**config.mk**
```make
export PLATFORM = sky130hd
export DESIGN_NAME = asg_linear
export DESIGN_NICKNAME = d
export VERILOG_FILES = /design/src/source/asg_pkg.sv /design/src/source/asg_linear.sv
export SDC_FILE = /design/constraint.sdc
export NUM_CORES = 1
export LEC_CHECK = 0
export ABC_AREA = 1
export BUFFER_PORTS_ARGS = -buffer_cell sky130_fd_sc_hd__buf_2
export CAP_MARGIN = 20
export CORE_MARGIN = 3
export CORE_UTILIZATION = 40
export DETAILED_ROUTE_END_ITERATION = 10
export GPL_TIMING_DRIVEN = 1
export PLACE_DENSITY_LB_ADDON = 0.3
export SLEW_MARGIN = 10
export SYNTH_ARGS = -nofsm -noshare
export SYNTH_HDL_FRONTEND = slang
export SYNTH_SLANG_ARGS = --single-unit
export TNS_END_PERCENT = 1
```
**constraint.sdc**
```tcl
create_clock -name bus -period 0.97 [get_ports bus]
set_clock_uncertainty 0.2 [all_clocks]
set_input_delay 0.1455 -clock bus [delete_from_list [all_inputs] [get_ports bus]]
set_output_delay 0.1455 -clock bus [all_outputs]
set_load 0.05 [all_outputs]
```
**src/source/asg_pkg.sv**
```systemverilog
// shared types for the arbitrary signal generator channel
// bus request/response, stream beat, configuration bundle, register map
// struct widths follow the localparams below, which are also the top defaults

`default_nettype none

package asg_pkg;

  ////////////////////////////////////////////////////////////////////
  // default widths
  ////////////////////////////////////////////////////////////////////

  localparam int unsigned CWM = 10;  // pointer integer bits
  localparam int unsigned CWF = 16;  // pointer fraction bits
  localparam int unsigned DWO = 14;  // sample width
  localparam int unsigned DWM = 16;  // gain width
  localparam int unsigned TN  = 4;   // external trigger inputs

  ////////////////////////////////////////////////////////////////////
  // register bus
  ////////////////////////////////////////////////////////////////////

  typedef struct packed {
    logic        wen;    // write strobe, one cycle
    logic        ren;    // read strobe, one cycle
    logic [31:0] addr;   // byte address
    logic [31:0] wdata;
  } bus_req_t;

  typedef struct packed {
    logic        ack;    // pulse one cycle after strobe
    logic        err;    // tied low
    logic [31:0] rdata;
  } bus_rsp_t;

  // sample stream, no back-pressure
  typedef struct packed {
    logic                  vld;
    logic signed [DWO-1:0] dat;
  } smp_t;

  // channel configuration
  typedef struct packed {
    logic [TN-1:0]         tsel;  // external trigger select mask
    logic                  bena;  // burst mode
    logic                  binf;  // endless bursts
    logic [CWM+CWF-1:0]    size;  // table length, fixed point
    logic [CWM+CWF-1:0]    offs;  // start phase
    logic [CWM+CWF-1:0]    step;  // phase increment
    logic [15:0]           bcyc;  // data cycles per burst
    logic [31:0]           bdly;  // delay cycles per burst
    logic [15:0]           bnum;  // burst repetitions
    logic signed [DWM-1:0] lmul;  // gain, unity at 2**(DWM-2)
    logic signed [DWO-1:0] lsum;  // offset
  } asg_cfg_t;

  // reset value, unity gain and all else cleared
  localparam asg_cfg_t cfg_def = '{lmul: 1 << (DWM-2), default: '0};

  ////////////////////////////////////////////////////////////////////
  // register offsets, low six address bits
  ////////////////////////////////////////////////////////////////////

  localparam logic [5:0] reg_ctl  = 6'h00;  // bit0 reset, bit1 sw trigger
  localparam logic [5:0] reg_cfg  = 6'h04;
  localparam logic [5:0] reg_size = 6'h08;
  localparam logic [5:0] reg_offs = 6'h0c;
  localparam logic [5:0] reg_step = 6'h10;
  localparam logic [5:0] reg_bcyc = 6'h18;
  localparam logic [5:0] reg_bdly = 6'h1c;
  localparam logic [5:0] reg_bnum = 6'h20;
  localparam logic [5:0] reg_lmul = 6'h24;
  localparam logic [5:0] reg_lsum = 6'h28;

endpackage

`default_nettype wire

```
**src/source/asg_linear.sv**
```systemverilog
// linear output stage, y = x * lmul / 2**(DWM-2) + lsum
// saturates to the signed DWO range, one cycle latency

`timescale 1ns/1ps
`default_nettype none

module asg_linear #(
  parameter int unsigned DWO = 14,
  parameter int unsigned DWM = 16
) (
  input  logic                  bus,
  input  logic                  arst_n,
  input  asg_pkg::smp_t         sti,
  output asg_pkg::smp_t         sto,
  input  logic signed [DWM-1:0] lmul,   // unity at 2**(DWM-2)
  input  logic signed [DWO-1:0] lsum
);

  localparam int unsigned PW = DWO + DWM;

  // signed DWO limits, extended to the sum width
  localparam logic signed [PW:0] sat_hi = {{(PW-DWO+2){1'b0}}, {(DWO-1){1'b1}}};
  localparam logic signed [PW:0] sat_lo = {{(PW-DWO+2){1'b1}}, {(DWO-1){1'b0}}};

  logic signed [DWO-1:0] dat_i;
  logic signed [PW-1:0]  mul;   // full product
  logic signed [PW-1:0]  shd;   // gain scaled back
  logic signed [PW:0]    sum;
  logic signed [DWO-1:0] sat;
  logic signed [DWO-1:0] dat_q;
  logic                  vld_q;

  assign dat_i = sti.dat;
  assign mul   = dat_i * lmul;
  assign shd   = mul >>> (DWM-2);   // arithmetic
  assign sum   = shd + lsum;

  always_comb begin
    if (sum > sat_hi)      sat = sat_hi[DWO-1:0];
    else if (sum < sat_lo) sat = sat_lo[DWO-1:0];
    else                   sat = sum[DWO-1:0];
  end

  always_ff @(posedge bus) begin
    if (sti.vld) dat_q <= sat;
  end

  always_ff @(posedge bus or negedge arst_n) begin
    if (!arst_n) vld_q <= 1'b0;
    else         vld_q <= sti.vld;
  end

  assign sto = '{vld: vld_q, dat: dat_q};

endmodule

`default_nettype wire

```
# Yosys cells after proc, flatten, opt, wreduce, memory -nomap -nowiden

Cells that the tools add are included.

Register bits after elaboration: 15
Logic and storage cells: 7
Input bits: 47
Output and inout port bits: 15

Muxes and demuxes: 1
Multipliers: 1
Add/sub/neg operators: 1
Order comparisons: 2

Operators by type and width:

| cell                                                  | count |
|---|---|
| multiplier 14 x 16 -> 30 bit                          | 1 |
| adder 16 x 14 -> 17 bit                               | 1 |
| > comparator 17 x 14 -> 1 bit (second input constant) | 1 |
| < comparator 17 x 14 -> 1 bit (second input constant) | 1 |
| two-way mux 14 bit                                    | 1 |

# Logic depth before layout (Yosys ltp)

Depth in word-level cells: 4
Mapped depth: 41
Mapped depth without buffers: 38

# Least setup slack after synthesis

No wires, ideal clock.

Path kind: input to register
Start point: in sti[4] (netlist name)
End point: reg dat_q[1], data pin
Arrival time: 6524 ps
Path slack: -6006 ps
Buffers on the path: 3
Stages: 38
Data required time: 518 ps
Library setup time: 252 ps
Cell sequence: clkbuf_1 -> clkbuf_1 -> nand2_1 -> fa_1 -> inv_1 -> fa_1 -> inv_1 -> fa_1 -> inv_1 -> fa_1 -> fa_1 -> inv_1 -> fa_1 -> inv_1 -> ha_1 -> nand2_1 -> nor2_1 -> inv_1 -> [... 2 more ...] -> nand2_1 -> nand2_1 -> nand2_1 -> inv_1 -> ha_1 -> nand2_2 -> inv_1 -> nand2_1 -> nand2_1 -> a21oi_1 -> nand2_1 -> nand2_1 -> nand2_2 -> nor2_2 -> nand2_2 -> nand2_4 -> buf_8 -> nand2_2

Longest elaborated chain between the ends: 4
Elaborated cells on any way between the ends: 5
Classes of those cells: add/sub (1); mul (1); order compare (2); mux (1)

Ends and longest elaborated chain:

| item                             | RTL line         | text |
|---|---|---|
| from (decl)                      | asg_linear.sv:13 | `input asg_pkg::smp_t sti,` |
| multiplier 14 x 16 -> 30 bit (*) | asg_linear.sv:34 | `assign mul = dat_i * lmul;` |
| adder 16 x 14 -> 17 bit (*)      | asg_linear.sv:36 | `assign sum = shd + lsum;` |
| < comparator 17 x 14 -> 1 bit    | asg_linear.sv:40 | `else if (sum < sat_lo) sat = sat_lo[DWO-1:0];` |
| two-way mux 14 bit               | asg_linear.sv:40 |  |
| to (signal assigned)             | asg_linear.sv:45 | `if (sti.vld) dat_q <= sat;` |
| to (decl)                        | asg_linear.sv:30 | `logic signed [DWO-1:0] dat_q;` |

Every way passes the cells marked *; elsewhere a longest branch is shown, timed or not.
A chain may end at the register's enable or synchronous reset.

# Worst setup path in the final report

Start point: in sti[13] (netlist name)
End point: reg dat_q[7], data pin

The elaborated chain is that of the path after synthesis.

==> results.sh <==
export IMPL_final_cell_mix="inv_1 (435), nand2_1 (362), fa_1 (215), buf_4 (182), ha_1 (69)"
export IMPL_ys_seq_area_share_pct=4.21
export IMPL_fin_nets=1982
export IMPL_finalWorstSetupSlack_ps=-5620
export IMPL_cp_max_fo=16
export IMPL_max_cap_violations=0
export IMPL_design_core_area_sq_um=25500
export IMPL_diodes=0
export IMPL_crit_path_max_incr_delay_ps=560
export IMPL_path_class="input pin to flop"
export IMPL_hpwl_mm=23.0
export IMPL_ff_latch_area_sq_um=445
export IMPL_slowest_stage="fa_1"
export IMPL_crit_path_end_kind="flop"
export IMPL_layout_commonest_cell="inv_1"
export IMPL_drt_iter0_markers=461
export IMPL_boundaryPins=62
export IMPL_fp_dieW_microns=169
export IMPL_numCtsBuffers=3
export IMPL_worstSetupStartpointType="input pin"
export IMPL_firstDrtPassIters=5
export IMPL_hold_path_class="input pin to asynchronous set/reset pin"
export IMPL_setup_viol=29
export IMPL_ys_ff_latch=15
export IMPL_drc=0
export IMPL_yosys_area_top_type_share_pct=41.5
export IMPL_slew_violations=0
export IMPL_place_congestion=0.888
export IMPL_synth_edf_count=14
export IMPL_grt_overflow_total=0
export IMPL_finalHoldViolations=1
export IMPL_required_ps=770
export IMPL_async_flop_share_pct=6.67
export IMPL_fillers=2448
export IMPL_rsz0062_at_grt="true"
export IMPL_grt_max_degree=17
export IMPL_ant_nets=0
export IMPL_cts_tree="yes"
export IMPL_crit_end="dat_q[7]$_SDFFCE_PN1P_"
export IMPL_grt_pass1_wl_mm=45.6
export IMPL_fmax_mhz=152
export IMPL_max_slew_margin_pct=73.5
export IMPL_root_buffer="clkbuf_16"
export IMPL_syn_area_per_cell_sq_um=7.40
export IMPL_yosysWarnings=0
export IMPL_grt_pass1_vias=9772
export IMPL_design_die_area_sq_um=28400
export IMPL_synthFlopType="edfxtp_1"
export IMPL_viasPerCell=4.60
export IMPL_vias=9025
export IMPL_final_core_util_pct=51.5
export IMPL_cts_sinks=15
export IMPL_io_buffers=61
export IMPL_clkTransAtPathRegs_ps=50
export IMPL_cts_max_level=1
export IMPL_multi_input_area_sq_um=8680
export IMPL_whs_ps=-2.00
export IMPL_start_util_pct=41.4
export IMPL_drive_gt1_share_pct=21.7
export IMPL_antenna_found_initial=0
export IMPL_final_period_utilization_pct=679
export IMPL_run_status="finished with violations"
export IMPL_netlist_top_cells_area="fa_1 (41%), inv_1 (16%), nand2_1 (13%), ha_1 (10%), edfxtp_1 (4.0%)"
export IMPL_fin_setup_tns_ps=-80790
export IMPL_synth_area_leader_cell="fa_1"
export IMPL_max_slew_worst_pin_slew_ps=393
export IMPL_drt_total_wl_mm=26.0
export IMPL_pre_cts_ws_ps=-6250
export IMPL_clock_path_buffers=2
export IMPL_crit_start="sti[13]"
export IMPL_fp_row_count=58
export IMPL_syn_cell_area_sq_um=10600
export IMPL_wl_per_cell_microns=13.3
export IMPL_crit_arrival_ps=6390
export IMPL_dieHeight_microns=169
export IMPL_syn_nets=1780
export IMPL_violations="hold timing, setup timing"
export IMPL_layout_min_cycle_time_ps=6590
export IMPL_area_growth_pct=24.5
export IMPL_gr_usage_all_layers_pct=19.3
export IMPL_ys_types=38
export IMPL_netlist_instances=1429
-- layer usage --
layer	GRT usage, %	share of wire [%]
met5	0	0
met4	2.38	0.95
met3	0.817	2.9
met2	35.9	52
met1	25.8	44
-- registers in the layout (all words and copies together) (netlist names) --
name	cells
vld_q	1
dat_q	14
-- through the flow --
step	std cells	hold slack (ps)	area, sq um
finish	1960	-2.00	13200
global route	1960	10.8	13200
global placement	1945	-280	12500
CTS	1959	-2.64	13100
detailed placement	1945	-272	12500
floorplan	1429	-350	10700
-- area by class of cell --
type,instances,area share [%]
Multi-Input combinational cell,927,65.9
Tap cell,330,3.14
Inverter,443,12.7
Clock buffer,3,0.570
Sequential cell,15,3.38
Clock inverter,1,0.0380
Timing Repair Buffer,241,14.3
-- worst min-delay path by stage --
stage / depth (start not counted) / end / startpoint
3_3_place_gp: 1 / vld_q$_DFF_PN0_ / arst_n
6_report: 2 / vld_q$_DFF_PN0_ / arst_n
5_1_grt: 2 / vld_q$_DFF_PN0_ / arst_n
3_5_place_dp: 1 / vld_q$_DFF_PN0_ / arst_n
2_1_floorplan: 0 / vld_q$_DFF_PN0_ / arst_n
4_1_cts: 2 / vld_q$_DFF_PN0_ / arst_n
-- worst max-delay path, delay by kind of cell --
kind / cells / cell delay, ps
and+or+nand+nor: 14 / 1490
buffers and inverters: 8 / 820
adders and majority gates: 8 / 3470
AOI/OAI and AO/OA: 2 / 290
xor gates and xnor gates: 1 / 180
-- kinds of logic (layout without fill, tap and decap cells) --
kind of cell,count (synthesis),count (layout),share of synthesized area (%)
XOR/XNOR,29,29,2.40
flip-flops,15,15,4.21
adder cells (fa/ha/maj),304,304,51.5
AO/OA/AOI/OAI,71,71,3.87
buffers and inverters,488,688,17.6
AND/OR/NAND/NOR,522,523,20.4
-- cells in the mapped netlist (2+ instances only) --
cell      count
a21boi_0      2
a21o_1        3
a21oi_1      34
a21oi_2       3
a31oi_1       3
and2_1        2
buf_8         2
clkbuf_1     40
edfxtp_1     14
fa_1        219
ha_1         85
inv_1       439
inv_2         3
nand2_1     372
nand2_2      21
nand2_4       2
nand3_1      35
nand3_2       3
nand4_1       5
nor2_1       64
nor3_1        8
nor3_2        2
o21ai_0      16
o21bai_1      7
or2_2         5
xnor2_1      11
xor2_1       18
-- what timing repair did --
item                                    CTS  global route
pin swaps                                31             7
endpoints found under the setup margin   29            29
cloned                                    1             0
hold buffers                              1             0
resized for setup                       105             6
hold endpoints to repair                  1             0
buffers inserted                          8             1
Power is left out: the tool's default activity adds up to more than one toggle a clock period on the data nets, which glitch-free logic cannot reach.
