$ cat config.mk
export PLATFORM = sky130hd
export DESIGN_NAME = asg_regs
export DESIGN_NICKNAME = d
export VERILOG_FILES = /design/src/source/asg_pkg.sv /design/src/source/asg_regs.sv
export SDC_FILE = /design/constraint.sdc
export NUM_CORES = 1
export LEC_CHECK = 0
export BUFFER_PORTS_ARGS = -buffer_cell sky130_fd_sc_hd__buf_2
export CAP_MARGIN = 5
export CORE_MARGIN = 2
export CORE_UTILIZATION = 50
export CTS_CLUSTER_SIZE = 40
export DETAILED_ROUTE_END_ITERATION = 7
export GPL_TIMING_DRIVEN = 0
export PLACE_DENSITY = 0.84
export SYNTH_ARGS = -nofsm -noshare
export SYNTH_HDL_FRONTEND = slang
export SYNTH_SLANG_ARGS = --single-unit
$ cat constraint.sdc
create_clock -name bus -period 1.85 [get_ports bus]
set_clock_uncertainty 0.2 [all_clocks]
set_input_delay 0.37 -clock bus [delete_from_list [all_inputs] [get_ports bus]]
set_output_delay 0.37 -clock bus [all_outputs]
set_load 0.1 [all_outputs]
$ cat src/source/asg_pkg.sv
// shared types for the arbitrary signal generator channel
// bus request/response, stream beat, configuration bundle, register map
// struct widths follow the localparams below, which are also the top defaults

`default_nettype none

package asg_pkg;

  ////////////////////////////////////////////////////////////////////
  // default widths
  ////////////////////////////////////////////////////////////////////

  localparam int unsigned CWM = 10;  // pointer integer bits
  localparam int unsigned CWF = 16;  // pointer fraction bits
  localparam int unsigned DWO = 14;  // sample width
  localparam int unsigned DWM = 16;  // gain width
  localparam int unsigned TN  = 4;   // external trigger inputs

  ////////////////////////////////////////////////////////////////////
  // register bus
  ////////////////////////////////////////////////////////////////////

  typedef struct packed {
    logic        wen;    // write strobe, one cycle
    logic        ren;    // read strobe, one cycle
    logic [31:0] addr;   // byte address
    logic [31:0] wdata;
  } bus_req_t;

  typedef struct packed {
    logic        ack;    // pulse one cycle after strobe
    logic        err;    // tied low
    logic [31:0] rdata;
  } bus_rsp_t;

  // sample stream, no back-pressure
  typedef struct packed {
    logic                  vld;
    logic signed [DWO-1:0] dat;
  } smp_t;

  // channel configuration
  typedef struct packed {
    logic [TN-1:0]         tsel;  // external trigger select mask
    logic                  bena;  // burst mode
    logic                  binf;  // endless bursts
    logic [CWM+CWF-1:0]    size;  // table length, fixed point
    logic [CWM+CWF-1:0]    offs;  // start phase
    logic [CWM+CWF-1:0]    step;  // phase increment
    logic [15:0]           bcyc;  // data cycles per burst
    logic [31:0]           bdly;  // delay cycles per burst
    logic [15:0]           bnum;  // burst repetitions
    logic signed [DWM-1:0] lmul;  // gain, unity at 2**(DWM-2)
    logic signed [DWO-1:0] lsum;  // offset
  } asg_cfg_t;

  // reset value, unity gain and all else cleared
  localparam asg_cfg_t cfg_def = '{lmul: 1 << (DWM-2), default: '0};

  ////////////////////////////////////////////////////////////////////
  // register offsets, low six address bits
  ////////////////////////////////////////////////////////////////////

  localparam logic [5:0] reg_ctl  = 6'h00;  // bit0 reset, bit1 sw trigger
  localparam logic [5:0] reg_cfg  = 6'h04;
  localparam logic [5:0] reg_size = 6'h08;
  localparam logic [5:0] reg_offs = 6'h0c;
  localparam logic [5:0] reg_step = 6'h10;
  localparam logic [5:0] reg_bcyc = 6'h18;
  localparam logic [5:0] reg_bdly = 6'h1c;
  localparam logic [5:0] reg_bnum = 6'h20;
  localparam logic [5:0] reg_lmul = 6'h24;
  localparam logic [5:0] reg_lsum = 6'h28;

endpackage

`default_nettype wire

$ cat src/source/asg_regs.sv
// register bank and bus decoder of the generator channel
// splits the bus space into config registers and the waveform table,
// answers every access with a one cycle delayed ack

`timescale 1ns/1ps
`default_nettype none

module asg_regs #(
  parameter int unsigned CWM = 10,
  parameter int unsigned CWF = 16,
  parameter int unsigned DWO = 14,
  parameter int unsigned DWM = 16,
  parameter int unsigned TN  = 4
) (
  input  logic               bus,
  input  logic               arst_n,
  input  asg_pkg::bus_req_t  req,
  output asg_pkg::bus_rsp_t  rsp,
  output asg_pkg::asg_cfg_t  cfg,
  output logic               ctl_rst,    // pulse, same cycle as write
  output logic               trg_swo,    // pulse, same cycle as write
  output logic               buf_wen,
  output logic               buf_ren,
  output logic [CWM-1:0]     buf_addr,   // word index
  output logic [DWO-1:0]     buf_wdata,
  input  logic [DWO-1:0]     buf_rdata   // registered in the buffer
);

  import asg_pkg::*;

  logic        is_buf;     // table region select
  logic        reg_wen;
  logic        reg_ren;
  logic [5:0]  offs;       // register offset
  logic        ack_q;
  logic        sel_buf_q;  // last read went to the table
  logic [31:0] rdata_q;

  assign is_buf  = req.addr[CWM+2];
  assign offs    = req.addr[5:0];
  assign reg_wen = req.wen & ~is_buf;
  assign reg_ren = req.ren & ~is_buf;

  //////////////////////////////////////////////////////////////////////
  // control strobes and table access
  //////////////////////////////////////////////////////////////////////

  assign ctl_rst = reg_wen & (offs == reg_ctl) & req.wdata[0];
  assign trg_swo = reg_wen & (offs == reg_ctl) & req.wdata[1];

  assign buf_wen   = req.wen & is_buf;
  assign buf_ren   = req.ren & is_buf;
  assign buf_addr  = req.addr[2 +: CWM];
  assign buf_wdata = req.wdata[DWO-1:0];

  //////////////////////////////////////////////////////////////////////
  // configuration registers
  //////////////////////////////////////////////////////////////////////

  always_ff @(posedge bus or negedge arst_n) begin
    if (!arst_n) begin
      cfg <= cfg_def;
    end else if (reg_wen) begin
      case (offs)
        reg_cfg: begin
          cfg.tsel <= req.wdata[TN-1:0];
          cfg.bena <= req.wdata[TN];
          cfg.binf <= req.wdata[TN+1];
        end
        reg_size: cfg.size <= req.wdata[CWM+CWF-1:0];
        reg_offs: cfg.offs <= req.wdata[CWM+CWF-1:0];
        reg_step: cfg.step <= req.wdata[CWM+CWF-1:0];
        reg_bcyc: cfg.bcyc <= req.wdata[15:0];
        reg_bdly: cfg.bdly <= req.wdata;
        reg_bnum: cfg.bnum <= req.wdata[15:0];
        reg_lmul: cfg.lmul <= req.wdata[DWM-1:0];
        reg_lsum: cfg.lsum <= req.wdata[DWO-1:0];
        default: ;  // ctl and holes hold no state
      endcase
    end
  end

  //////////////////////////////////////////////////////////////////////
  // response
  //////////////////////////////////////////////////////////////////////

  always_ff @(posedge bus or negedge arst_n) begin
    if (!arst_n) begin
      ack_q     <= 1'b0;
      sel_buf_q <= 1'b0;
    end else begin
      ack_q <= req.wen | req.ren;        // register or table, same latency
      if (req.ren) sel_buf_q <= is_buf;
    end
  end

  // register read mux, data only
  always_ff @(posedge bus) begin
    if (reg_ren) begin
      case (offs)
        reg_cfg:  rdata_q <= 32'({cfg.binf, cfg.bena, cfg.tsel});
        reg_size: rdata_q <= {{(32-CWM-CWF){1'b0}}, cfg.size};
        reg_offs: rdata_q <= {{(32-CWM-CWF){1'b0}}, cfg.offs};
        reg_step: rdata_q <= {{(32-CWM-CWF){1'b0}}, cfg.step};
        reg_bcyc: rdata_q <= {16'd0, cfg.bcyc};
        reg_bdly: rdata_q <= cfg.bdly;
        reg_bnum: rdata_q <= {16'd0, cfg.bnum};
        reg_lmul: rdata_q <= {{(32-DWM){cfg.lmul[DWM-1]}}, cfg.lmul};  // sign ext
        reg_lsum: rdata_q <= {{(32-DWO){cfg.lsum[DWO-1]}}, cfg.lsum};
        default:  rdata_q <= '0;  // unused offsets read zero
      endcase
    end
  end

  assign rsp = '{
    ack:   ack_q,
    err:   1'b0,
    rdata: sel_buf_q ? {{(32-DWO){buf_rdata[DWO-1]}}, buf_rdata} : rdata_q
  };

endmodule

`default_nettype wire

### Word-level counts from Yosys, hierarchy flattened

Index checks and enable logic that the tools add are counted.

| cells by class | value |
|---|---|
| equal/unequal tests | 9 |
| mux-type cells | 2 |
| bitwise logic cells | 9 |
| reductions and logical operators | 10 |

Operators by type and width:

| operator | number |
|---|---|
| $pmux W32 S9 | 1 |
| $mux W32 | 1 |
| $eq A6 B5 Y1 const B | 3 |
| $eq A6 B6 Y1 const B | 3 |
| $reduce_and A2 Y1 | 9 |
| $eq A6 B4 Y1 const B | 2 |
| $and A1 B1 Y1 | 7 |
| $eq A6 B3 Y1 const B | 1 |
| $logic_not A6 Y1 | 1 |
| $not A1 Y1 | 1 |
| $or A1 B1 Y1 | 1 |

| storage, ports and cells | value |
|---|---|
| flip-flop bits (word level) | 212 |
| input port bits | 82 |
| output and inout bits | 240 |
| logic and storage cells | 44 |

### Longest topological paths before layout

| depth | value |
|---|---|
| depth in word-level cells | 4 |
| mapped depth | 7 |
| mapped depth without buffers | 4 |

### Least setup slack after synthesis

No wires, ideal clock.

| path | value |
|---|---|
| path type | register -> output |
| from | register sel_buf_q |
| to | output port rsp[13] in the netlist's numbering |
| arrival | 2.811 ns |
| slack | -1.531 ns |
| stages on the path, launching flop included | 4 |
| path buffers | 2 |
| path through | dfrtp_1 clkbuf_1 clkbuf_1 o21ai_0 |

RTL lines:

| element | RTL line | RTL |
|---|---|---|
| start: declaration | asg_regs.sv:36 | `logic sel_buf_q;` |
| start signal: assignment | asg_regs.sv:93 | `if (req.ren) sel_buf_q <= is_buf;` |
| end: declaration | asg_regs.sv:18 | `output asg_pkg::bus_rsp_t rsp,` |

==> run summary <==
After detailed routing, the average wire length per cell comes to 26.4 um. Counting the buffers created by CTS gives 23. The total number of H-tree levels is 1. The final setup slack of the worst path came out at -487 ps. In this run, the number of DRC markers left after iteration 0 of detailed routing was 582.

Based on the critical path, the design can be clocked at up to 0.428 GHz. The worst setup path is captured at an output port. Dividing total power by cell area gives a power density of 1070 mW/mm^2. Ratio of cells with drive above 1 in the final layout: 0.618. In this run the remaining antenna-violating nets after routing total 0.

Synthesis produced a netlist whose cell count is 707. The floorplan step set the die height to 143 um. The net count of the finished layout is 1160. For the global routing usage summed across all routing layers, the log shows 0.329. Area growth from synthesis to layout: 52.8%. In this run the worst path has a maximum fanout of 7. The finished cells cover 0.0148 mm^2. For the final routed DRC violation total, the log shows 0. The post-route core utilization is 0.783, and the number of standard-cell rows in the floorplan is 50.

For the smallest hold slack, the log shows 35.9 ps. The number of synthesized register bits works out to 212. Among all cell types in the netlist, the one instantiated most often is sky130_fd_sc_hd__dfrtp_1. The TritonCTS sink count is 212, and the number of synthesized flops with an enable pin is 32. The cell area after technology mapping was 0.00965 mm^2; the net count after synthesis was 789. The logs give 0.830 mV for the maximum VDD drop and 140 ps for the slack of the worst reg-to-reg path.

The HPWL after detailed placement is 21100 um. The die is 143 um wide. The run gives 0.513 as the initial core utilization.

Counting the fill cells in the layout gives 980. The detailed-routing iteration count for the pre-antenna-repair pass was 8; the fraction of post-synthesis cell area in the top cell type by area was 0.464. Detailed routing inserted a total of 7995 vias.

The tree is rooted in a sky130_fd_sc_hd__clkbuf_16. The final period demand of the worst path works out to 2340 ps. The logs give 322 for the boundary pin count and 0 for the Yosys warning count. The switching share of power was 0.401; the number of slew-limit violations in the final report was 0. For the worst-skew pair, the clock arrives at the later sink with an insertion delay of 510 ps.

The combinational cell fraction of total power was 0.344. The logs give 0.00742 uW for the leakage power of the design and 98 for the largest net degree at the start of global routing. Setup violations remaining at the end of the flow were counted as 34.

The worst slew slack as a fraction of its limit is 0.470. STA puts the critical path data arrival time at 1770 ps. The number of antenna diodes in the final layout is 0. Clock-pin slew was measured on the worst setup and hold paths at 60 ps.

Across the run, the number of max-cap violations was 0. The tightest min-delay check is of the primary input to flop type. In the synthesized netlist the dominant register cell turns out to be sky130_fd_sc_hd__dfrtp_1. The number of global-route vias before repair was 8059. The critical path in this run is classified as flop to output port. The internal portion of the total power is 9430 uW. Setup repair after global routing could not meet its margin everywhere.

In this run the power spent charging and discharging nets is 6310 uW. In the routed layout, each cell is associated on average with a via count of 5.90. The async set-reset flop share out of synthesis is 0.849.

Power comes to 15700 uW. The portion of the post-synthesis area used by sequential elements is 0.566, and the share of total power in the clock network is 0.312. The count of non-filler cells in the finished layout came out at 1354. The portion of total power attributed to sequential cells was 0.344.

TritonCTS built the clock tree. The overall overflow remaining after global route was 0; the worst endpoint required time was 1280 ps. Ranked by total cell area, the synthesized netlist is headed by sky130_fd_sc_hd__dfrtp_1 46%, sky130_fd_sc_hd__mux2_2 12%, sky130_fd_sc_hd__edfxtp_1 10%. The clock passes through at most 3 buffers. Worst-margin pin slew: 796 ps. The number of antenna violations at the first check in global routing is 0, and the area of the die is 0.0204 mm^2. Top cell type by total area after synthesis: sky130_fd_sc_hd__dfrtp_1.

The placed standard-cell area came out at 0.0121 mm^2. The final reports fail on negative setup slack. The average instance in the mapped netlist occupies 13.7 um^2. The first global-routing pass estimated 50200 um of wire. The weighted congestion at the end of routability-driven global placement was 0.860.

STA classifies the critical path startpoint as a flop. The run gives 32 as the distinct cell type count of the synthesized netlist. Ranked by instance count, the synthesized netlist is headed by 179 x sky130_fd_sc_hd__dfrtp_1, 104 x sky130_fd_sc_hd__mux2_2, 76 x sky130_fd_sc_hd__mux2_1, 35 x sky130_fd_sc_hd__o21ai_0, 32 x sky130_fd_sc_hd__edfxtp_1. The floorplan step defined a core boundary enclosing 0.0188 mm^2. Once placement completed, the tool counted placed cells totaling 1262. The number of hold violations in the final report was 0; the number of buffers added on ports was 293. The run finished, with violations left. For this block, the routed nets add up to 35700 um of wire. The share of the cycle needed by the critical path after routing was 1.26.
-- cells in the final DEF, fill, tap and decap left out, types with 12 or more instances in the layout --
| master | n |
|---|---|
| sky130_fd_sc_hd__dfrtp_2 | 21 |
| sky130_fd_sc_hd__nand2_1 | 17 |
| sky130_fd_sc_hd__nor2_1 | 13 |
| sky130_fd_sc_hd__mux2_2 | 89 |
| sky130_fd_sc_hd__and2_1 | 18 |
| sky130_fd_sc_hd__mux2i_1 | 14 |
| sky130_fd_sc_hd__mux2_1 | 20 |
| sky130_fd_sc_hd__buf_4 | 227 |
| sky130_fd_sc_hd__o21ai_4 | 18 |
| sky130_fd_sc_hd__dfrtp_1 | 158 |
| sky130_fd_sc_hd__a222oi_1 | 16 |
| sky130_fd_sc_hd__buf_6 | 16 |
| sky130_fd_sc_hd__dlygate4sd3_1 | 21 |
| sky130_fd_sc_hd__a22oi_1 | 28 |
| sky130_fd_sc_hd__nand3_1 | 25 |
| sky130_fd_sc_hd__o21ai_0 | 12 |
| sky130_fd_sc_hd__mux2_4 | 91 |
| sky130_fd_sc_hd__buf_12 | 41 |
| sky130_fd_sc_hd__inv_1 | 19 |
| sky130_fd_sc_hd__buf_2 | 80 |
| sky130_fd_sc_hd__edfxtp_1 | 32 |
| sky130_fd_sc_hd__clkbuf_16 | 33 |
-- layer usage --
metal	wire length (um)	vias up	track usage
li1	-	3309	-
met1	13000	4070	0.405
met2	17700	496	0.554
met3	3020	120	0.0728
met4	1910	0	0.150
met5	0	-	0
-- worst max-delay path, cell delays in order (launching register included) --
cell                        delay (ps)
sky130_fd_sc_hd__dfrtp_1           390
sky130_fd_sc_hd__clkbuf_16         190
sky130_fd_sc_hd__clkbuf_16         180
sky130_fd_sc_hd__mux2_4            320
sky130_fd_sc_hd__buf_12            170
-- per-stage QoR --
step / TNS (ps) / setup WS, ps
floorplan: -16270 / -396
global placement: -653700 / -3070
detailed placement: -136270 / -865
CTS: -14220 / -485
global route: -15830 / -508
finish: -14920 / -487
-- state kept, by name, summed over array words and instances, names as in the netlist --
register / count
cfg: 178
sel_buf_q: 1
ack_q: 1
rdata_q: 32
-- cell families after synthesis --
kind of cell | synth area share
other | 0.000388
AND/OR/NAND/NOR | 0.0570
flip-flops | 0.566
multiplexers | 0.257
AO/OA/AOI/OAI | 0.0647
buffers and inverters | 0.0551
-- worst paths after layout --
path | from | end | depth (start not counted)
max | sel_buf_q$_DFFE_PN0P_ | rsp[3] | 4
min reg2reg | cfg[107]$_DFFE_PN0P_ | cfg[107]$_DFFE_PN0P_ | 1
max in group asynchronous | arst_n | cfg[28]$_DFFE_PN1P_ | 3
max reg2reg | cfg[27]$_DFFE_PN0P_ | rdata_q[13]$_DFFE_PP_ | 4
min | req[9] | cfg[103]$_DFFE_PN0P_ | 2
min in group asynchronous | arst_n | cfg[57]$_DFFE_PN0P_ | 2
-- power groups by stage --
stage               clock network, uW  registers (uW)  logic (uW)
detailed placement                  0            5440        4670
finish                           4910            5410        5410
global placement                    0            5420        4610
floorplan                           0            7740        1470
CTS                              4870            5380        5270
global route                     5120            5440        5520
-- area by class of cell --
cell class                 count  area [um^2]  area share
timing repair buffer         346         3090       0.209
sequential                   212         5490       0.372
multi-input combinational    403         4260       0.288
clock inverter                 6         90.1     0.00611
inverter                      19         71.3     0.00484
clock buffer                  35          713      0.0484
tap                          260          325      0.0221
buffer                        73          714      0.0484
-- repair_timing --
item | 4_1_cts | 5_1_grt
hold endpoints to repair | 145 | 0
resized for setup | 372 | 62
setup buffers | 8 | 18
endpoints found under the setup margin | 364 | 134
cloned | 2 | 3
pin swaps | 4 | 13
hold buffers | 21 | 0
Note: power is estimated with default switching activity, not from simulation.
