[src/source/asg_pkg.sv]
// shared types for the arbitrary signal generator channel
// bus request/response, stream beat, configuration bundle, register map
// struct widths follow the localparams below, which are also the top defaults

`default_nettype none

package asg_pkg;

  ////////////////////////////////////////////////////////////////////
  // default widths
  ////////////////////////////////////////////////////////////////////

  localparam int unsigned CWM = 10;  // pointer integer bits
  localparam int unsigned CWF = 16;  // pointer fraction bits
  localparam int unsigned DWO = 14;  // sample width
  localparam int unsigned DWM = 16;  // gain width
  localparam int unsigned TN  = 4;   // external trigger inputs

  ////////////////////////////////////////////////////////////////////
  // register bus
  ////////////////////////////////////////////////////////////////////

  typedef struct packed {
    logic        wen;    // write strobe, one cycle
    logic        ren;    // read strobe, one cycle
    logic [31:0] addr;   // byte address
    logic [31:0] wdata;
  } bus_req_t;

  typedef struct packed {
    logic        ack;    // pulse one cycle after strobe
    logic        err;    // tied low
    logic [31:0] rdata;
  } bus_rsp_t;

  // sample stream, no back-pressure
  typedef struct packed {
    logic                  vld;
    logic signed [DWO-1:0] dat;
  } smp_t;

  // channel configuration
  typedef struct packed {
    logic [TN-1:0]         tsel;  // external trigger select mask
    logic                  bena;  // burst mode
    logic                  binf;  // endless bursts
    logic [CWM+CWF-1:0]    size;  // table length, fixed point
    logic [CWM+CWF-1:0]    offs;  // start phase
    logic [CWM+CWF-1:0]    step;  // phase increment
    logic [15:0]           bcyc;  // data cycles per burst
    logic [31:0]           bdly;  // delay cycles per burst
    logic [15:0]           bnum;  // burst repetitions
    logic signed [DWM-1:0] lmul;  // gain, unity at 2**(DWM-2)
    logic signed [DWO-1:0] lsum;  // offset
  } asg_cfg_t;

  // reset value, unity gain and all else cleared
  localparam asg_cfg_t cfg_def = '{lmul: 1 << (DWM-2), default: '0};

  ////////////////////////////////////////////////////////////////////
  // register offsets, low six address bits
  ////////////////////////////////////////////////////////////////////

  localparam logic [5:0] reg_ctl  = 6'h00;  // bit0 reset, bit1 sw trigger
  localparam logic [5:0] reg_cfg  = 6'h04;
  localparam logic [5:0] reg_size = 6'h08;
  localparam logic [5:0] reg_offs = 6'h0c;
  localparam logic [5:0] reg_step = 6'h10;
  localparam logic [5:0] reg_bcyc = 6'h18;
  localparam logic [5:0] reg_bdly = 6'h1c;
  localparam logic [5:0] reg_bnum = 6'h20;
  localparam logic [5:0] reg_lmul = 6'h24;
  localparam logic [5:0] reg_lsum = 6'h28;

endpackage

`default_nettype wire

[src/source/asg_engine.sv]
// read pointer engine of the generator channel
// fixed point phase accumulator, CWM integer and CWF fraction bits,
// continuous wrap or repeated bursts of data and delay cycles

`timescale 1ns/1ps
`default_nettype none

module asg_engine #(
  parameter int unsigned CWM = 10,
  parameter int unsigned CWF = 16
) (
  input  logic              bus,
  input  logic              arst_n,
  input  asg_pkg::asg_cfg_t cfg,
  input  logic              ctl_rst,   // abort run
  input  logic              trg,       // start request
  output logic              trg_out,   // pulse at run start
  output logic [CWM-1:0]    rd_addr,
  output logic              rd_en
);

  localparam int unsigned PW = CWM + CWF;

  typedef enum logic [1:0] {
    st_idle,
    st_run,   // continuous
    st_bdat,  // burst data cycles
    st_bdly   // burst delay cycles
  } state_t;

  state_t      state;
  logic [PW-1:0] ptr;       // phase accumulator
  logic [PW:0]   ptr_sum;   // one carry bit
  logic [PW-1:0] ptr_wrap;
  logic [PW-1:0] ptr_nxt;
  logic [15:0]   dcnt;      // data cycles left
  logic [31:0]   lcnt;      // delay cycles left
  logic [15:0]   rcnt;      // bursts left
  logic          burst_done;
  logic          burst_more;

  //////////////////////////////////////////////////////////////////////
  // pointer step and wrap
  //////////////////////////////////////////////////////////////////////

  assign ptr_sum  = {1'b0, ptr} + {1'b0, cfg.step};
  assign ptr_wrap = ptr_sum[PW-1:0] - cfg.size;  // valid when sum >= size
  assign ptr_nxt  = (ptr_sum >= {1'b0, cfg.size}) ? ptr_wrap : ptr_sum[PW-1:0];

  //////////////////////////////////////////////////////////////////////
  // burst bookkeeping
  //////////////////////////////////////////////////////////////////////

  // last data cycle with no delay, or last delay cycle
  assign burst_done = ((state == st_bdat) && (dcnt == '0) && (cfg.bdly == '0)) ||
                      ((state == st_bdly) && (lcnt == '0));

  assign burst_more = cfg.binf | (rcnt > 16'd1);  // bnum 0 acts as 1

  //////////////////////////////////////////////////////////////////////
  // fsm
  //////////////////////////////////////////////////////////////////////

  always_ff @(posedge bus or negedge arst_n) begin
    if (!arst_n) begin
      state   <= st_idle;
      ptr     <= '0;
      dcnt    <= '0;
      lcnt    <= '0;
      rcnt    <= '0;
      trg_out <= 1'b0;
    end else begin
      trg_out <= 1'b0;
      if (ctl_rst) begin
        state <= st_idle;
      end else begin
        case (state)
          st_idle: begin
            if (trg) begin
              trg_out <= 1'b1;
              ptr     <= cfg.offs;
              dcnt    <= cfg.bcyc - 16'd1;
              rcnt    <= cfg.bnum;
              state   <= cfg.bena ? st_bdat : st_run;
            end
          end
          st_run: begin
            ptr <= ptr_nxt;      // until ctl_rst
          end
          st_bdat: begin
            ptr <= ptr_nxt;
            if (dcnt != '0) begin
              dcnt <= dcnt - 16'd1;
            end else if (cfg.bdly != '0) begin
              lcnt  <= cfg.bdly - 32'd1;
              state <= st_bdly;
            end
          end
          st_bdly: begin
            if (lcnt != '0) lcnt <= lcnt - 32'd1;
          end
          default: state <= st_idle;
        endcase

        // next burst restarts at offs, overrides the step above
        if (burst_done) begin
          if (burst_more) begin
            ptr   <= cfg.offs;
            dcnt  <= cfg.bcyc - 16'd1;
            rcnt  <= rcnt - 16'd1;
            state <= st_bdat;
          end else begin
            state <= st_idle;
          end
        end
      end
    end
  end

  //////////////////////////////////////////////////////////////////////
  // table address
  //////////////////////////////////////////////////////////////////////

  assign rd_addr = ptr[PW-1:CWF];  // integer part
  assign rd_en   = (state == st_run) || (state == st_bdat);

endmodule

`default_nettype wire

[config.mk]
export PLATFORM = sky130hd
export DESIGN_NAME = asg_engine
export DESIGN_NICKNAME = d
export VERILOG_FILES = /design/src/source/asg_pkg.sv /design/src/source/asg_engine.sv
export SDC_FILE = /design/constraint.sdc
export NUM_CORES = 1
export LEC_CHECK = 0
export ABC_CLOCK_PERIOD_IN_PS = 6800
export BUFFER_PORTS_ARGS = -buffer_cell sky130_fd_sc_hd__buf_2
export CAP_MARGIN = 10
export CORE_UTILIZATION = 50
export CTS_CLUSTER_SIZE = 30
export DETAILED_ROUTE_END_ITERATION = 10
export PLACE_DENSITY = 0.73
export SYNTH_ARGS = -nofsm -noshare
export SYNTH_HDL_FRONTEND = slang
export SYNTH_SLANG_ARGS = --single-unit
[constraint.sdc]
create_clock -name bus -period 6.8 [get_ports bus]
set_input_delay 0.68 -clock bus [delete_from_list [all_inputs] [get_ports bus]]
set_output_delay 0.68 -clock bus [all_outputs]
set_load 0.05 [all_outputs]
======== Word level (Yosys, flattened, before mapping) ========
Cells that the tools add are included.
W data, S select, Z words.
cells by class
  equal/unequal tests ..................... 9
  order comparisons ....................... 2
  add/subtract/negate cells ............... 7
  multiplexer cells ....................... 29
  reduce and logical (&&, ||, !) cells .... 17
  bitwise operators ....................... 2
operator list
  cell                     count
  $mux W16                 8
  $mux W26                 4
  $mux W32                 3
  $logic_not A32 Y1        2
  $pmux W32 S2             1
  $reduce_bool A32 Y1      2
  $sub A32 B1 Y32 const B  2
  $pmux W26 S2             1
  $sub A16 B1 Y16 const B  3
  $pmux W16 S2             1
  $add A26 B26 Y27         1
  $ge A27 B26 Y1           1
  $sub A26 B26 Y26         1
  $gt A16 B1 Y1 const B    1
  $logic_not A16 Y1        1
  $reduce_bool A16 Y1      1
  $mux W2                  7
  $ne A4 B4 Y1 const B     2
  $reduce_and A5 Y1        1
  $eq A2 B2 Y1 const B     2
  $ne A2 B1 Y1 const B     2
  $ne A4 B3 Y1 const B     1
  $pmux W2 S2              1
  $reduce_and A4 Y1        1
  11 further kinds         16
word-level totals
  register bits after elaboration ......... 93
  input port bits ......................... 182
  output and inout bits ................... 12

======== Longest topological paths before layout ========
Gate-level depths: netlist (run 1).
  depth after elaboration ................. 6
  depth in mapped cells ................... 23
  mapped depth without buffers ............ 20

======== Least setup slack after synthesis (run 1) ========
No wires, ideal clock.
  kind .................................... input to register
  start ................................... in cfg[94] (netlist bit)
  end ..................................... reg ptr[11]
  stages on the path ...................... 20
  library setup time ...................... 0.126 ns
  path slack .............................. 2.160 ns
  data required time ...................... 6.674 ns
  data arrival time ....................... 4.514 ns
  path through ............................ ha_1 inv_1 fa_1 nand2b_1 a21oi_1 o211ai_2 a21oi_1 or3_1 o211ai_1 ha_1 and3_1 and2_1 a311oi_1 o2111ai_1 nand3_1 nand3_4 buf_6 mux2_1 a221oi_1 nor2_1
between the ends
  word-level cells in the longest chain between the ends .. 6
  elaborated cells between the ends (all ways) .. 7
  classes of those cells .................. 2 x add/sub; 1 x order compare; 4 x mux
RTL lines
  what                                                RTL line                            RTL
  start: declaration                                  asg_engine.sv:14                    input asg_pkg::asg_cfg_t cfg,
  $add A26 B26 Y27 (*)                                asg_engine.sv:46                    assign ptr_sum = {1'b0, ptr} + {1'b0, cfg.step};
  $sub A26 B26 Y26 or $ge A27 B26 Y1 (tied branches)  asg_engine.sv:47, asg_engine.sv:48
  $mux W26 (*)                                        asg_engine.sv:48                    assign ptr_nxt = (ptr_sum >= {1'b0, cfg.size}) ? ptr_wrap : ptr_sum[PW-1:0];
  $pmux W26 S2 (*)                                    asg_engine.sv:77                    case (state)
  $mux W26                                            asg_engine.sv:107                   if (burst_more) begin
  $mux W26 (*)                                        asg_engine.sv:106                   if (burst_done) begin
  end signal: assignment                              asg_engine.sv:81                    ptr <= cfg.offs;
  end signal: assignment                              asg_engine.sv:88                    ptr <= ptr_nxt;
  end signal: assignment                              asg_engine.sv:108                   ptr <= cfg.offs;
  end: declaration                                    asg_engine.sv:32                    logic [PW-1:0] ptr;
Every way passes the cells marked *; elsewhere a longest branch is shown, timed or not.
A chain may end at the register's enable or synchronous reset.

======== Final worst setup path (run 1) ========
  start ................................... in cfg[95] (netlist bit)
  end ..................................... reg ptr[21]
The elaborated chain is that of the path after synthesis.

==> flow_summary.ini, run 1 <==
[pwr]
vdd_drop_max_mv = 0.254
switching_share = 0.517
power_leakage_nw = 4.87
p_int_mw = 2.72
pwr-share-clk = 0.089
combPwrFrac = 0.711
p_switching_mw = 2.91
power.share.sequential = 0.200
p_per_area_nw_per_um2 = 489

[placed_design]
gp_congestion = 0.944
pre_cts_slack_ns = 1.26
place_hpwl_um = 23500
port_buffers = 159
dp.cells = 1707

[setup_path]
cp-end-kind = register
worstSetupPathType = input port to register
crit_fanout = 11
crit_start = cfg[95]
r2r_start = ptr[1]
required_ns = 7.09
critPathArrivalTime_ns = 5.62
startpoint_type = input port

[floorplanning]
pin_count = 194
num_rows = 52
start_util = 0.512
die_x_um = 146
fp.dieArea_um2 = 21400
dieHeight_um = 146
core_um2 = 20400

[timing]
rsz0062_at_grt = no
slew_headroom = 0.141
fin_crit_ns = 5.33
fmax_mhz = 188
finalSetupTns_ns = 0
timing.final.crit_share = 0.784
finalWorstSetupSlack_ns = 1.47
maxSlewViolCount = 0
hold_viol_final = 0
worst_pin_slew_ns = 1.29
setup_viol = 0
skew_ns = 0.0175

[final_layout]
layout_commonest_cell = buf_2
layout_common_cells = buf_2 (158), a21oi_1 (142), nor2_1 (101)
layout-drive-gt1-share = 0.174
area_delta_synth_final_pct = 10.5
fin_cells = 1724
final_nets = 1692

[global_route]
grt_max_degree = 85
grt_pass1_vias = 9992
track_usage = 0.298
gr-total-overflow = 0
grt_antenna_before_repair = 3
grt_pass1_wl_um = 51700

[synth]
synth_edf_count = 0
avgSynthCellArea_um2 = 7.72
syn_area_um2 = 10400
seq_area_frac_synth = 0.223
synth-seq-cells = 93
synth_nets = 1595
synth-async-reset-ratio = 1.00
syn_inst = 1351
yosysUniqueCellTypes = 85
synth_ff_type = dfrtp_1
yosys_warnings = 0

[clock_tree]
postCtsHoldBufs = 0
cts_root_buffer = clkbuf_16
cts_setup_buffers = 0
cts_tree = yes
cts_made_buffers = 9
htreeDepth = 3
max-clock-path-buffers = 2
cts.sinks = 93
cts.clk_slew.worst_paths_ns = 0.08
clk_latency_ns = 0.36
ctsResizeCount = 0

[routing]
route.vias.total = 10800
drc = 0
wire_per_inst_um = 18.5
avgViaCountPerCell = 6.29
ant_nets = 0
wirelength_um = 31900
dr.first_iter.drc_count = 936
first_pass_iters = 5

[worst_hold_path]
hp-class = input port to asynchronous set/reset pin

[run]
max-cap-violations = 0

[outcome]
status = complete, no violations
## final timing paths
check / endpoint / slack, ns / cells past startpoint
setup / recovery: ptr[21] / 1.47 / 18
hold / removal: ptr[17] / 0.32 / 1
setup reg to reg: ptr[21] / 1.51 / 17
hold reg to reg: rcnt[15] / 0.51 / 2
max in group asynchronous: dcnt[0] / 5.30 / 2
min in group bus: rcnt[15] / 0.51 / 2
## area by class of cell
class	instances	area (um2)
tap	270	338
antenna	2	5.00
clock inverter	5	35.0
inverter	60	225
sequential	93	2330
multi-input combinational	1118	7500
fill	1956	8850
clock buffer	10	239
timing repair buffer	166	851
## power by group through the flow
stage	registers [mW]	logic, mW	clock network [mW]
floorplan	1.02	3.21	0
global placement	1.11	3.85	0
detailed placement	1.12	3.91	0
CTS	1.11	3.94	0.510
global route	1.17	4.42	0.530
finish	1.12	4.00	0.503
## cells by family (layout without fill, tap and decap cells)
logic type                 Yosys count  after routing  synth area share
xor gates and xnor gates            87             87            0.0731
adders and majority gates           62             62            0.0758
DFF                                 93             93             0.223
buffers and inverters              140            241            0.0589
muxes                               50             50            0.0523
and+or+nand+nor                    443            443             0.225
other                                0              2                 0
AOI/OAI and AO/OA                  476            476             0.291
## cell usage after synthesis (33+ instances only)
cell	n	area (um2)
ha_1	60	751
o22ai_1	58	363
nor3_1	62	310
dfrtp_1	93	2330
nand2_1	75	282
a21oi_1	143	716
nor2_1	101	379
a21o_1	34	255
mux2_2	33	372
nor4_1	34	213
o21ai_0	87	435
clkbuf_1	38	143
nand3_1	53	265
xor2_1	62	543
inv_1	59	221
## flip-flops by register name (all words and copies together), names as in the netlist
signal,count
rcnt,16
state,2
lcnt,32
trg_out,1
dcnt,16
ptr,26
## worst max-delay path, stage by stage
cell and delay, ns:
buf_2 0.11, ha_1 0.30, a211oi_1 0.34, o211ai_1 0.21
a211oi_1 0.49, o31ai_1 0.24, and3_1 0.26, a31oi_1 0.25
xnor2_1 0.14, ha_1 0.47, and3_1 0.29, nand3_1 0.11
nor4_1 0.34, nor3_1 0.18, and3_1 0.40, nor4_1 0.50
a31oi_1 0.13, a21oi_1 0.19
## layer usage
layer,part of all wire,vias to the layer above,global-route usage
met1,0.47,5109,0.426
met4,0.021,2,0.0906
met3,0.068,45,0.0413
met2,0.44,444,0.464
met5,0.00041,-,0
li1,-,5249,-
## stage by stage
step	hold slack, ns	util	area (um2)	power [mW]
floorplan	0.384	-	10400	4.23
global placement	0.492	0.552	11200	4.96
detailed placement	0.496	0.552	11200	5.03
CTS	0.334	0.565	11500	5.56
global route	0.359	0.565	11500	6.12
finish	0.321	0.566	11500	5.63
Note: power is estimated with default switching activity, not from simulation.
==> run 2: changes to the inputs <==
--- a/config.mk
+++ b/config.mk
@@ -5,7 +5,7 @@
 export SDC_FILE = /design/constraint.sdc
 export NUM_CORES = 1
 export LEC_CHECK = 0
-export ABC_CLOCK_PERIOD_IN_PS = 6800
+export ABC_CLOCK_PERIOD_IN_PS = 5400
 export BUFFER_PORTS_ARGS = -buffer_cell sky130_fd_sc_hd__buf_2
 export CAP_MARGIN = 10
 export CORE_UTILIZATION = 50
==> constraint.sdc (replaced) <==
create_clock -name bus -period 5.4 [get_ports bus]
set_input_delay 0.54 -clock bus [delete_from_list [all_inputs] [get_ports bus]]
set_output_delay 0.54 -clock bus [all_outputs]
set_load 0.05 [all_outputs]
==> flow_summary.ini, run 2 (same netlist as run 1, synthesis figures left out) <==
[timing]
hold_viol_final = 0
setup_viol = 0
fmax_mhz = 197
timing.final.crit_share = 0.938
rsz0062_at_grt = no
fin_crit_ns = 5.06
skew_ns = 0.0148
maxSlewViolCount = 0
worst_pin_slew_ns = 1.20
finalSetupTns_ns = 0
slew_headroom = 0.199

[setup_path]
r2r_start = ptr[3]
crit_fanout = 9
reg2reg_depth = 21
cp-end-kind = register
critPathArrivalTime_ns = 5.35
reg2reg_slack_ns = 0.34
worstSetupPathType = register to register
startpoint_type = register
r2r-end = ptr[21]
required_ns = 5.69

[routing]
route.vias.total = 11000
wirelength_um = 32500
wire_per_inst_um = 18.7
first_pass_iters = 5
avgViaCountPerCell = 6.33
drc = 0
ant_nets = 0
dr.first_iter.drc_count = 980

[global_route]
grt_pass1_wl_um = 52900
grt_antenna_before_repair = 3
track_usage = 0.305
gr-total-overflow = 0
grt_pass1_vias = 10400
grt_max_degree = 85

[pwr]
power_leakage_nw = 4.95
p_per_area_nw_per_um2 = 626
vdd_drop_max_mv = 0.384

[floorplanning]
core_um2 = 20400
die_x_um = 146
fp.dieArea_um2 = 21400
pin_count = 194
dieHeight_um = 146
num_rows = 52
start_util = 0.512

[final_layout]
largest_reg_flops = 32
layout-drive-gt1-share = 0.182
top_register = lcnt
layout_commonest_cell = buf_2
reg.largest.list = lcnt x32, ptr x26
fill_cells = 1913
area_delta_synth_final_pct = 11.7
layout_common_cells = buf_2 (158), a21oi_1 (142), nor2_1 (101)
final_core_util = 0.572
final_nets = 1707

[clock_tree]
cts.sinks = 93
cts.clk_slew.worst_paths_ns = 0.07
cts_made_buffers = 9
cts_tree = yes
htreeDepth = 3
cts_setup_buffers = 0
postCtsHoldBufs = 0
ctsResizeCount = 0
max-clock-path-buffers = 2
clk_latency_ns = 0.37
cts_root_buffer = clkbuf_16

[placed_design]
port_buffers = 159
gp_congestion = 0.951
place_hpwl_um = 23700

[run]
max-cap-violations = 0

[worst_hold_path]
hp-class = input port to asynchronous set/reset pin

[outcome]
status = complete, no violations
run 2: cell types whose count changed in the layout (fill, tap and decap cells not counted), sizes merged:
cell	previous run	this run
bufinv	0	1
diode	2	1
clkinvlp	1	0
buf	166	181
run 2: cell type report:
type                            instances  area, um2  area share
Antenna cell                            1       2.50    0.000215
Clock buffer                           10        229      0.0197
Clock inverter                          5       61.3     0.00526
Inverter                               60        225      0.0193
Multi-Input combinational cell       1118       7500       0.644
Sequential cell                        93       2330       0.200
Tap cell                              270        338      0.0290
Timing Repair Buffer                  181        963      0.0827
run 2: worst max-delay path by stage:
stage                     startpoint      end  slack, ns  cells after the start
final                         ptr[3]  ptr[21]       0.34                     21
after global routing          ptr[3]  ptr[11]      0.006                     17
after CTS                     ptr[3]  ptr[21]       0.41                     21
after detailed placement     cfg[97]  ptr[21]       0.22                     22
after global placement       cfg[94]  ptr[11]       0.24                     21
after floorplan              cfg[94]  ptr[11]       0.90                     20
run 2: metal layers:
layer / global-route usage / vias up / share of wire
met3: 0.0566 / 70 / 0.073
met1: 0.419 / 5172 / 0.46
li1: - / 5282 / -
met5: 0 / - / 0.00040
met2: 0.479 / 475 / 0.44
met4: 0.102 / 2 / 0.026
run 2: worst max-delay path, cell delays in order (launching register included):
cell and delay (ns):
dfrtp_1 0.41, ha_1 0.36, o211ai_1 0.14, o211ai_1 0.25, a211oi_1 0.11, buf_4 0.16, o31ai_1 0.51, a31oi_1 0.22
o21a_1 0.23, xor2_1 0.23, inv_1 0.07, ha_1 0.35, nand4_1 0.09, nor2_1 0.12, nand3_1 0.09, nor4_1 0.31
nor3_1 0.08, buf_4 0.16, and3_1 0.32, nor4_1 0.50, a31oi_1 0.11, a21oi_1 0.17
run 2: where the power goes:
group | switching [mW] | internal (mW)
clock network | 0.318 | 0.361
registers | 0.423 | 1.00
logic | 2.98 | 2.21
run 2: through the flow:
stage          power (mW)  instances  area (um2)  hold slack (ns)  worst slack, ns
2_1_floorplan        5.32       1351       10400            0.244            0.900
3_3_place_gp         6.37       1722       11400            0.492            0.236
3_5_place_dp         6.48       1722       11400            0.494            0.216
4_1_cts              7.20       1737       11600            0.236            0.411
5_1_grt              7.89       1737       11600            0.255          0.00568
6_report             7.29       1738       11600            0.215            0.336
==> run 3: changes to the inputs <==
--- a/config.mk
+++ b/config.mk
@@ -11,6 +11,7 @@
 export CORE_UTILIZATION = 50
 export CTS_CLUSTER_SIZE = 30
 export DETAILED_ROUTE_END_ITERATION = 10
+export MAX_ROUTING_LAYER = met4
 export PLACE_DENSITY = 0.73
 export SYNTH_ARGS = -nofsm -noshare
 export SYNTH_HDL_FRONTEND = slang
==> flow_summary.ini, run 3 (same netlist as run 1, synthesis figures left out) <==
[final_layout]
fill_cells = 1934
reg.largest.list = lcnt x32, ptr x26
layout-drive-gt1-share = 0.183
layout_commonest_cell = buf_2
final_area_um2 = 11700
top_register = lcnt
area_delta_synth_final_pct = 12.0
final_nets = 1706
layout_common_cells = buf_2 (158), a21oi_1 (142), nor2_1 (101)
largest_reg_flops = 32

[routing]
avgViaCountPerCell = 6.29
ant_nets = 0
drc = 0
wirelength_um = 32300
wire_per_inst_um = 18.6
dr.first_iter.drc_count = 1014
first_pass_iters = 5
route.vias.total = 10900

[timing]
hold_viol_final = 0
timing.final.crit_share = 0.949
finalWorstSetupSlack_ns = 0.276
rsz0062_at_grt = no
maxSlewViolCount = 0
fin_crit_ns = 5.12
worst_pin_slew_ns = 1.20
fmax_mhz = 195
worst_hold_slack_ns = 0.204
finalSetupTns_ns = 0
setup_viol = 0
slew_headroom = 0.195
skew_ns = 0.0153

[global_route]
grt_pass1_vias = 10300
gr-total-overflow = 0
grt_pass1_wl_um = 52400
grt_max_degree = 85
grt_antenna_before_repair = 2
track_usage = 0.311

[pwr]
p_int_mw = 3.61
vdd_drop_max_mv = 0.311
pwr-share-clk = 0.101
p_per_area_nw_per_um2 = 627
combPwrFrac = 0.706
power.share.sequential = 0.193
p_switching_mw = 3.71
switching_share = 0.506
power_leakage_nw = 4.97

[run]
max-cap-violations = 0

[placed_design]
pre_cts_slack_ns = 0.155
gp_congestion = 0.987
placed_cell_area_um2 = 11300
port_buffers = 159
place_hpwl_um = 23700

[floorplanning]
dieHeight_um = 146
num_rows = 52
start_util = 0.512
die_x_um = 146
pin_count = 194
core_um2 = 20400
fp.dieArea_um2 = 21400

[setup_path]
cp_num_buf_inv = 1
reg2reg_slack_ns = 0.28
cpPeakStageDelay_ns = 0.56
worstPathCellList = ha_1 > inv_1 > fa_1 > nand2b_1 > a21oi_1 > o211ai_2 > a21o_1 > o21ai_0 > xor2_1 > ha_1 > and3_1 > and2_1 > a311oi_1 > o2111ai_1 > nand3_1 > and3_1 > nor4_1 > a31oi_1 > a21oi_1
required_ns = 5.64
critPathArrivalTime_ns = 5.36
cp-end-kind = register
startpoint_type = register
slowest_stage = and3_1
critical_path.top_delay_family = compound AO/OA/AOI/OAI gates
worstSetupPathType = register to register
crit_fanout = 9

[outcome]
status = complete, no violations

[clock_tree]
cts_root_buffer = clkbuf_16
max-clock-path-buffers = 2
cts_tree = yes
cts.clk_slew.worst_paths_ns = 0.08
cts_made_buffers = 9
htreeDepth = 3
cts.sinks = 93
clk_latency_ns = 0.37

[worst_hold_path]
hp-class = input port to asynchronous set/reset pin
## run 3: changes by cell type in the layout (fill, tap and decap cells not counted)
cell	before	now
buf_4	23	22
bufinv_16	1	2
clkinv_4	2	0
diode_2	1	2
inv_6	1	2
inv_8	0	1
o31ai_1	7	6
o31ai_2	0	1
## run 3: area by class of cell
class | count | area (um2) | share of cell area
Multi-Input combinational cell | 1118 | 7500 | 0.643
Tap cell | 270 | 338 | 0.0289
Inverter | 60 | 225 | 0.0193
Antenna cell | 2 | 5.00 | 0.000429
Clock buffer | 10 | 229 | 0.0196
Timing Repair Buffer | 180 | 956 | 0.0819
Clock inverter | 6 | 93.8 | 0.00804
Sequential cell | 93 | 2330 | 0.199
## run 3: worst paths after layout
path,start,to,depth (start not counted)
max in group asynchronous,arst_n,ptr[22],2
min,arst_n,ptr[17],1
min reg2reg,dcnt[9],dcnt[9],2
max reg2reg,ptr[0],ptr[21],19
min in group bus,cfg[132],ptr[12],3
max,ptr[0],ptr[21],19
## run 3: worst reg2reg max path, cell delays in order, from the launching register on
cell and delay, ns:
dfrtp_1 0.37, ha_1 0.21, inv_1 0.07, fa_1 0.40, nand2b_1 0.18, a21oi_1 0.25
o211ai_2 0.16, a21o_1 0.24, o21ai_0 0.23, xor2_1 0.22, ha_1 0.34, and3_1 0.22
and2_1 0.16, a311oi_1 0.33, o2111ai_1 0.25, nand3_1 0.26, and3_1 0.56, nor4_1 0.20
a31oi_1 0.24, a21oi_1 0.10
## run 3: per-stage QoR
| step | utilization | instances | power, mW |
|---|---|---|---|
| after detailed placement | 0.557 | 1721 | 6.46 |
| after global routing | 0.573 | 1739 | 7.95 |
| final | 0.573 | 1739 | 7.32 |
| after CTS | 0.573 | 1737 | 7.24 |
| after floorplan | - | 1351 | 5.32 |
| after global placement | 0.557 | 1721 | 6.36 |
## run 3: per-layer routing
layer / wire, um / GRT usage
met1: 14900 / 0.422
met5: 0 / -
met2: 14500 / 0.465
met3: 2220 / 0.0494
met4: 796 / 0.110
## run 3: timing repair
item,in CTS,in global routing
gates resized for setup,0,1
endpoints found under the setup margin,0,1
hold buffers,0,0
buffers inserted,0,0
## run 3: power by group through the flow
stage / registers (mW) / logic, mW / clock network, mW
after global routing: 1.47 / 5.71 / 0.768
after global placement: 1.40 / 4.96 / 0
after floorplan: 1.28 / 4.04 / 0
after detailed placement: 1.42 / 5.04 / 0
final: 1.42 / 5.16 / 0.740
after CTS: 1.41 / 5.09 / 0.743
